File: src/sift_match_pkg.sv
// widths and defaults for the whole design; DESC_W must stay WORD_W * DESC_WORDS
`default_nettype none

package sift_match_pkg;

  // ==================================================
  // widths
  // ==================================================
  // one matcher word, 32 of them per descriptor
  localparam int WORD_W     = 40;
  localparam int DESC_WORDS = 32;
  localparam int DESC_W     = WORD_W * DESC_WORDS;
  localparam int COORD_W    = 10;
  // keypoint count, also the memory address
  localparam int COUNT_W    = 11;

  // ==================================================
  // default raster and object window
  // ==================================================
  localparam int DEF_FRAME_W   = 800;
  localparam int DEF_FRAME_H   = 600;
  // exclusive bounds, a keypoint on the edge is not part of the object
  localparam int DEF_OBJ_X_MIN = 336;
  localparam int DEF_OBJ_X_MAX = 464;
  localparam int DEF_OBJ_Y_MIN = 252;
  localparam int DEF_OBJ_Y_MAX = 380;

  typedef logic [COORD_W-1:0] coord_t;
  typedef logic [COUNT_W-1:0] count_t;
  typedef logic [WORD_W-1:0]  word_t;
  typedef logic [DESC_W-1:0]  desc_t;
  typedef logic [4:0]         word_idx_t;

  // serializer FSM
  typedef enum logic [2:0] {
    SER_IDLE,
    SER_READ_BOOK,
    SER_SEND_BOOK,
    SER_READ_SCENE,
    SER_SEND_SCENE,
    SER_WAIT_PAIR
  } ser_state_e;

endpackage

`default_nettype wire
File: src/stage_ifs.sv
// stage links; every feature_if signal is driven by the locator, read data lags rd_en by 1
`timescale 1ns/100ps
`default_nettype none

// ==================================================
// locator -> store / serializer
// ==================================================
interface feature_if;
  import sift_match_pkg::*;

  // single-cycle write strobes
  logic   wr_obj;
  logic   wr_scene;
  count_t obj_addr;
  count_t scene_addr;
  // counts latched at capture / frame end
  count_t obj_count;
  count_t scene_count;
  logic   match_start;

  modport locator (
    output wr_obj, wr_scene, obj_addr, scene_addr, obj_count, scene_count, match_start
  );
  modport store (input wr_obj, wr_scene, obj_addr, scene_addr);
  modport serializer (input obj_count, scene_count, match_start);
endinterface


`default_nettype wire

File: src/pixel_locator.sv
// assumes one valid pixel per raster position in order; object window bounds are exclusive
`timescale 1ns/100ps
`default_nettype none

module pixel_locator #(
  parameter int FRAME_W   = sift_match_pkg::DEF_FRAME_W,
  parameter int FRAME_H   = sift_match_pkg::DEF_FRAME_H,
  parameter int OBJ_X_MIN = sift_match_pkg::DEF_OBJ_X_MIN,
  parameter int OBJ_X_MAX = sift_match_pkg::DEF_OBJ_X_MAX,
  parameter int OBJ_Y_MIN = sift_match_pkg::DEF_OBJ_Y_MIN,
  parameter int OBJ_Y_MAX = sift_match_pkg::DEF_OBJ_Y_MAX
) (
  input  wire        CCD_PIXCLK,
  input  wire        DLY_RST_2,
  input  wire        i_pixel_valid,
  input  wire        i_is_keypoint,
  input  wire        i_learn_obj,
  input  wire        i_scene_wr_en,
  output logic       o_obj_ready,
  feature_if.locator f
);
  import sift_match_pkg::*;

  coord_t x;
  coord_t y;
  count_t obj_run;
  count_t obj_base;
  count_t scene_run;
  logic   learn_q;
  logic   learn_rise;
  logic   armed;
  logic   last_x;
  logic   frame_end;
  logic   in_window;
  logic   past_window;
  logic   capturing;
  logic   obj_hit;
  logic   scene_hit;

  // ==================================================
  // raster position
  // ==================================================
  assign last_x    = (x == coord_t'(FRAME_W - 1));
  assign frame_end = i_pixel_valid && last_x && (y == coord_t'(FRAME_H - 1));

  always_ff @(posedge CCD_PIXCLK or negedge DLY_RST_2) begin
    if (!DLY_RST_2) begin
      x <= '0;
      y <= '0;
    end else if (i_pixel_valid) begin
      if (last_x) begin
        x <= '0;
        y <= (y == coord_t'(FRAME_H - 1)) ? '0 : y + 1'b1;
      end else begin
        x <= x + 1'b1;
      end
    end
  end

  // strictly inside the object square
  assign in_window = (x > coord_t'(OBJ_X_MIN)) && (x < coord_t'(OBJ_X_MAX)) &&
                     (y > coord_t'(OBJ_Y_MIN)) && (y < coord_t'(OBJ_Y_MAX));
  // below and right of it, the window is done
  assign past_window = (x > coord_t'(OBJ_X_MAX)) && (y > coord_t'(OBJ_Y_MAX));

  // ==================================================
  // object capture
  // ==================================================
  // a fresh learn level restarts the count in the same cycle
  assign learn_rise = i_learn_obj && !learn_q;
  assign obj_base   = learn_rise ? '0 : obj_run;
  assign capturing  = i_learn_obj && (learn_rise || !o_obj_ready);
  assign obj_hit    = i_pixel_valid && i_is_keypoint && capturing && in_window;

  always_ff @(posedge CCD_PIXCLK or negedge DLY_RST_2) begin
    if (!DLY_RST_2) begin
      learn_q       <= 1'b0;
      obj_run       <= '0;
      f.wr_obj      <= 1'b0;
      f.obj_addr    <= '0;
      f.obj_count   <= '0;
      f.match_start <= 1'b0;
      o_obj_ready   <= 1'b0;
      armed         <= 1'b0;
    end else begin
      learn_q  <= i_learn_obj;
      f.wr_obj <= obj_hit;
      if (obj_hit) begin
        f.obj_addr <= obj_base;
      end
      obj_run <= obj_base + count_t'(obj_hit);
      if (learn_rise) begin
        o_obj_ready <= 1'b0;
        armed       <= 1'b0;
      end
      if (capturing && i_pixel_valid && past_window) begin
        f.obj_count <= obj_base;
        o_obj_ready <= 1'b1;
        armed       <= 1'b1;
      end
      // armed implies ready, so one start per capture
      f.match_start <= frame_end && armed && !i_learn_obj;
      if (frame_end && armed && !i_learn_obj) begin
        armed <= 1'b0;
      end
    end
  end

  // ==================================================
  // scene capture
  // ==================================================
  assign scene_hit = i_pixel_valid && i_is_keypoint && i_scene_wr_en;

  always_ff @(posedge CCD_PIXCLK or negedge DLY_RST_2) begin
    if (!DLY_RST_2) begin
      scene_run     <= '0;
      f.wr_scene    <= 1'b0;
      f.scene_addr  <= '0;
      f.scene_count <= '0;
    end else begin
      f.wr_scene <= scene_hit;
      if (scene_hit) begin
        f.scene_addr <= scene_run;
      end
      // last pixel may itself be a keypoint
      if (frame_end) begin
        f.scene_count <= scene_run + count_t'(scene_hit);
        scene_run     <= '0;
      end else begin
        scene_run <= scene_run + count_t'(scene_hit);
      end
    end
  end

  // a start never lands inside a capture that is still learning
  a_no_start_while_learning: assert property (
    @(posedge CCD_PIXCLK) disable iff (!DLY_RST_2)
    f.match_start |-> o_obj_ready
  );

endmodule

`default_nettype wire

File: src/flat_wrapper.sv
// flat-port wrapper written by rule: the top's interface ports become plain ports
module pixel_locator_flat import sift_match_pkg::*;
#(
  parameter int FRAME_W   = sift_match_pkg::DEF_FRAME_W,
  parameter int FRAME_H   = sift_match_pkg::DEF_FRAME_H,
  parameter int OBJ_X_MIN = sift_match_pkg::DEF_OBJ_X_MIN,
  parameter int OBJ_X_MAX = sift_match_pkg::DEF_OBJ_X_MAX,
  parameter int OBJ_Y_MIN = sift_match_pkg::DEF_OBJ_Y_MIN,
  parameter int OBJ_Y_MAX = sift_match_pkg::DEF_OBJ_Y_MAX
)
  (CCD_PIXCLK, DLY_RST_2, i_pixel_valid, i_is_keypoint, i_learn_obj, i_scene_wr_en, o_obj_ready, f_wr_obj, f_wr_scene, f_obj_addr, f_scene_addr, f_obj_count, f_scene_count, f_match_start);
  feature_if f_i ();
  input  wire CCD_PIXCLK;
  input  wire DLY_RST_2;
  input  wire i_pixel_valid;
  input  wire i_is_keypoint;
  input  wire i_learn_obj;
  input  wire i_scene_wr_en;
  output logic o_obj_ready;
  output wire logic [$bits(f_i.wr_obj)-1:0] f_wr_obj;
  output wire logic [$bits(f_i.wr_scene)-1:0] f_wr_scene;
  output wire logic [$bits(f_i.obj_addr)-1:0] f_obj_addr;
  output wire logic [$bits(f_i.scene_addr)-1:0] f_scene_addr;
  output wire logic [$bits(f_i.obj_count)-1:0] f_obj_count;
  output wire logic [$bits(f_i.scene_count)-1:0] f_scene_count;
  output wire logic [$bits(f_i.match_start)-1:0] f_match_start;
  assign f_wr_obj = f_i.wr_obj;
  assign f_wr_scene = f_i.wr_scene;
  assign f_obj_addr = f_i.obj_addr;
  assign f_scene_addr = f_i.scene_addr;
  assign f_obj_count = f_i.obj_count;
  assign f_scene_count = f_i.scene_count;
  assign f_match_start = f_i.match_start;
  pixel_locator #(.FRAME_W(FRAME_W), .FRAME_H(FRAME_H), .OBJ_X_MIN(OBJ_X_MIN), .OBJ_X_MAX(OBJ_X_MAX), .OBJ_Y_MIN(OBJ_Y_MIN), .OBJ_Y_MAX(OBJ_Y_MAX)) u_core (.CCD_PIXCLK(CCD_PIXCLK), .DLY_RST_2(DLY_RST_2), .i_pixel_valid(i_pixel_valid), .i_is_keypoint(i_is_keypoint), .i_learn_obj(i_learn_obj), .i_scene_wr_en(i_scene_wr_en), .o_obj_ready(o_obj_ready), .f(f_i));
endmodule
File: config.mk
export PLATFORM = sky130hd
export DESIGN_NAME = pixel_locator_flat
export DESIGN_NICKNAME = d
export VERILOG_FILES = /design/src/sift_match_pkg.sv /design/src/stage_ifs.sv /design/src/pixel_locator.sv /design/src/flat_wrapper.sv
export SDC_FILE = /design/constraint.sdc
export NUM_CORES = 1
export LEC_CHECK = 0
export ABC_CLOCK_PERIOD_IN_PS = 3800
export BUFFER_PORTS_ARGS = -buffer_cell sky130_fd_sc_hd__buf_2
export CAP_MARGIN = 20
export CORE_MARGIN = 4
export CORE_UTILIZATION = 55
export DETAILED_ROUTE_END_ITERATION = 8
export PLACE_DENSITY = 0.76
export SYNTH_ARGS = -nofsm -noshare
export SYNTH_HDL_FRONTEND = slang
export SYNTH_SLANG_ARGS = --single-unit
File: constraint.sdc
create_clock -name CCD_PIXCLK -period 3.8 [get_ports CCD_PIXCLK]
set_input_delay 0.38 -clock CCD_PIXCLK [delete_from_list [all_inputs] [get_ports CCD_PIXCLK]]
set_output_delay 0.38 -clock CCD_PIXCLK [all_outputs]
set_load 0.05 [all_outputs]
# == Word level (Yosys, flattened, before mapping) ==
# Cells that the tools add are included.
# totals
register_bits,92
input_bits,6
out_inout_bits,48
# op_classes
addsub,4
order_cmp,6
eq_ne,2
mux,7
n_reduce_logical,23
# ops
op,n
$gt A10 B9 Y1 const B,3
$add A11 B1 Y11,2
$mux W11,2
$add A10 B1 Y10 const B,2
$eq A10 B10 Y1 const B,2
$lt A10 B9 Y1 const B,2
$mux W10,2
$logic_and A1 B1 Y1,16
$gt A10 B8 Y1 const B,1
$logic_not A1 Y1,3
$mux W1,3
$reduce_bool A3 Y1,1
$reduce_and A2 Y1,1
$reduce_bool A2 Y1,1
$logic_or A1 B1 Y1,1

# == Longest topological paths before layout ==
# depth
word_depth,8
ltp_mapped,12
ltp_nobuf,11

# == Worst setup path after synthesis ==
# OpenSTA, ideal clock, no wires.
# synth_path
path_kind,reg2reg
startpoint,register u_core.y[0]
endpoint,register u_core.obj_run[10]
setup_time_ns,0.078
arrival_ns,2.865
t_required_ns,3.722
setup_slack_ns,0.858
path_stages_with_launch,12
period_less_slack_ns,2.942
cell_sequence,dfrtp_1 inv_1 ha_1 nand4b_1 or4_4 a221oi_4 buf_12 ha_1 ha_1 nand4_1 or4_1 a21oi_1
# synth_between
elab_chain_len,5
# synth_rtl
item,line_no,rtl
start: declaration,pixel_locator.sv:25,coord_t y;
start signal: assignment,pixel_locator.sv:53,y <= (y == coord_t'(FRAME_H - 1)) ? '0 : y + 1'b1;
$gt A10 B8 Y1,pixel_locator.sv:62,(y > coord_t'(OBJ_Y_MIN)) && (y < coord_t'(OBJ_Y_MAX));
$logic_and A1 B1 Y1,pixel_locator.sv:61,assign in_window = (x > coord_t'(OBJ_X_MIN)) && (x < coord_t'(OBJ_X_MAX)) &&
$logic_and A1 B1 Y1 *,pixel_locator.sv:62,
$logic_and A1 B1 Y1 *,pixel_locator.sv:73,assign obj_hit = i_pixel_valid && i_is_keypoint && capturing && in_window;
via u_core.obj_hit,pixel_locator.sv:37,logic obj_hit;
$add A11 B1 Y11 *,pixel_locator.sv:91,obj_run <= obj_base + count_t'(obj_hit);
end signal: assignment,pixel_locator.sv:91,
end: declaration,pixel_locator.sv:26,count_t obj_run;
# Mark *: on every way through the listed nets, which the timed path passes. The rest lies on a longest branch.
# A chain may end at the register's enable or synchronous reset.

# == Worst setup path in the final report ==
# layout_path
startpoint,register u_core.y[0]
endpoint,register u_core.obj_run[8]
# layout_between
elab_chain_len,5
# layout_rtl
item,line_no
$gt A10 B8 Y1,pixel_locator.sv:62
$logic_and A1 B1 Y1,pixel_locator.sv:61
$logic_and A1 B1 Y1 *,pixel_locator.sv:62
$logic_and A1 B1 Y1 *,pixel_locator.sv:73
$add A11 B1 Y11 *,pixel_locator.sv:91
# Every way passes the cells marked *; elsewhere a longest branch is shown, timed or not.

==> flow_summary.ini <==
[run_status]
status = complete, no violations

[grt]
grt_usage_pct = 19.4
overflow = 0
grt_pass1_vias = 2893
antenna_found_initial = 0
grt_max_degree = 71
grt_pass1_wl_mm = 13.6

[clocking]
insertion_delay_ns = 0.36
cts_sinks = 92
clockBufferDepth = 2
postCtsResizedCells = 0
holdBufCountCts = 0
htree_levels = 3
post_cts_buffers = 0
cts_buffers = 9
clk_pin_slew_worst_paths_ns = 0.10
cts_root_buf = clkbuf_8
cts_tree = done

[critical_path]
startpoint = u_core.y[0]
worstReg2RegStart = u_core.y[0]
setup.worst_path.end = u_core.obj_run[8]
cp-end-kind = flip-flop
rr_endpoint = u_core.obj_run[8]
start_kind = flip-flop
worstPathRequired_ns = 4.03
r2r_setup_slack_ns = 0.84
critPathArrivalTime_ns = 3.19
path_class = flip-flop to flip-flop
cp_max_fo = 5
rr_worst_depth = 11

[sta]
fin_skew_ns = 0.0145
setup_tns_ns = 0
finalWorstPathRequiredPeriod_ns = 2.96
rsz0062_at_grt = false
fin_crit_sh_pct = 77.8
slew_headroom_pct = 42.6
hold_violations = 0
setup_violations = 0
fmaxAchievable_mhz = 338
tightest_slew_ns = 0.862
final_max_slew_viol_count = 0

[layout]
n_antenna_cell = 0
layout.nets = 418
final_common_cell = dfrtp_1
final_layout_size_suffix_gt1_share_pct = 28.6
final_cells = 508
mostFrequentLayoutCells = dfrtp_1 (92), buf_2 (52), mux2_2 (26), o21ai_0 (24), nor2_1 (24)
num-fill-cells = 574
syn_to_final_growth_pct = 13.6

[floorplanning]
die_x_um = 94.9
pin_count = 54
core_sq_mm = 0.00729
row_count = 31
dieArea_sq_mm = 0.00901
initial_core_util_pct = 57.0
die_h_um = 94.9

[yosys]
synthFlopType = dfrtp_1
synth_warnings = 0
yosys-top-cells-area = dfrtp_1 (55%), mux2_2 (7.0%), xor2_1 (4.0%), mux2_4 (3.3%), o21ai_0 (2.9%)
yosys.area.top_type_share_pct = 55.4
synth-seq-area-share_pct = 55.4
synth_area_sq_mm = 0.00416
async_flop_share_pct = 100
netlist_instances = 352
synth_seq_cells = 92
synth_edf_count = 0
syn-num-nets = 366
syn-mean-instance-area_sq_um = 11.8
synth_cell_type_count = 48
yosysTopAreaCell = dfrtp_1

[pwr]
clkPwrFrac_pct = 32.3
power.net_switching_uw = 664
p_sw_share_pct = 30.9
intPower_uw = 1490
comb_power_share_pct = 13.7
seq_power_share_pct = 54.0
vdd_ir_drop_max_uv = 324
p_per_area_mw_per_mm2 = 456
leakage_uw = 0.00236

[placed_design]
port_buffers = 53
dp_cells = 492
gp_congestion = 0.848
dp_hpwl_mm = 5.34

[route]
post-route-drc-count = 0
wl_per_cell_um = 15.5
first_iter_violations = 132
vias = 2853
routed_via_density = 5.62
drt-pass1-iter-count = 4
antenna_left = 0
wl_mm = 7.88

[hold_path]
min_path_type = primary input to asynchronous set/reset pin

[flow_run]
drv_cap = 0
[metrics by stage]
| step | setup slack, ns | utilization [%] | hold slack [ns] | cell area (sq um) | total power (uW) |
|---|---|---|---|---|---|
| detailed placement | 0.834 | 61.7 | 0.487 | 4500 | 1470 |
| global placement | 0.951 | 61.7 | 0.483 | 4500 | 1460 |
| CTS | 0.827 | 64.7 | 0.163 | 4720 | 2170 |
| finish | 0.844 | 64.7 | 0.123 | 4720 | 2150 |
| global route | 0.598 | 64.7 | 0.173 | 4720 | 2250 |
| floorplan | 0.858 | - | 0.0844 | 4160 | 1380 |
[Yosys cell counts (all sizes together), types with 3 or more instances]
cell type and number:
xnor2 8, nand4 14, nor4b 3, a21oi 7, mux2i 3, nand2 19, buf 7, o21ai 24
and4 5, or4 6, clkbuf 9, mux2 35, nor2 24, nand3 14, ha 8, and3 3
dfrtp 92, o31ai 4, inv 9, nor3 3, and2 13, nand4b 3, xor2 19
[worst max-delay path: stages (launching register included)]
cell and delay [ns]:
dfrtp_1 0.41, inv_1 0.08, ha_1 0.20, nand4b_1 0.16, or4_4 0.44, a221oi_4 0.29
ha_1 0.24, ha_1 0.22, nand4_1 0.18, nor4b_1 0.39, xnor2_1 0.17, nor2_1 0.05
[per-layer routing]
layer	wire length (um)	track usage, %
met3	306	3.67
met2	3640	30.9
met4	267	10.7
met5	0	0
met1	3670	25.0
[power by group through the flow]
stage               Sequential [uW]  Clock (uW)  Combinational [uW]
finish                         1160         695                 295
global route                   1170         751                 332
CTS                            1160         708                 300
detailed placement             1170           0                 294
global placement               1170           0                 285
floorplan                      1220           0                 157
[how the worst min path moves through the flow]
stage,from,to,cells after the start
2_1_floorplan,DLY_RST_2,u_core.armed,0
3_3_place_gp,u_core.f.obj_count[3],u_core.f.obj_count[3],1
3_5_place_dp,u_core.f.scene_addr[0],u_core.f.scene_addr[0],1
4_1_cts,DLY_RST_2,u_core.obj_run[8],1
5_1_grt,i_learn_obj,u_core.learn_q,1
6_report,DLY_RST_2,u_core.x[2],1
[sequential cells by signal, indices dropped and copies added (netlist names)]
signal / count
u_core.x: 10
u_core.f.match_start: 1
u_core.armed: 1
u_core.y: 10
u_core.f.wr_obj: 1
u_core.obj_run: 11
u_core.f.scene_count: 11
u_core.f.wr_scene: 1
u_core.f.obj_addr: 11
u_core.f.obj_count: 11
u_core.learn_q: 1
u_core.f.scene_addr: 11
u_core.scene_run: 11
u_core.o_obj_ready: 1
[cells by family after synthesis]
logic type / Yosys count / share of synthesized area (%)
XOR/XNOR: 27 / 5.69
adder cells (fa/ha/maj): 8 / 2.41
buffers and inverters: 25 / 2.83
AND/OR/NAND/NOR: 120 / 16.3
flip-flops: 92 / 55.4
multiplexers: 38 / 11.0
AO/OA/AOI/OAI: 42 / 6.32
[cell type report]
type / instances / area, sq um / share of cell area [%]
Clock buffer: 9 / 124 / 2.63
Clock inverter: 7 / 93.8 / 1.99
Inverter: 9 / 33.8 / 0.716
Multi-Input combinational cell: 235 / 1740 / 36.9
Sequential cell: 92 / 2300 / 48.8
Tap cell: 99 / 124 / 2.63
Timing Repair Buffer: 57 / 298 / 6.31
(Power assumes the default switching activity.)
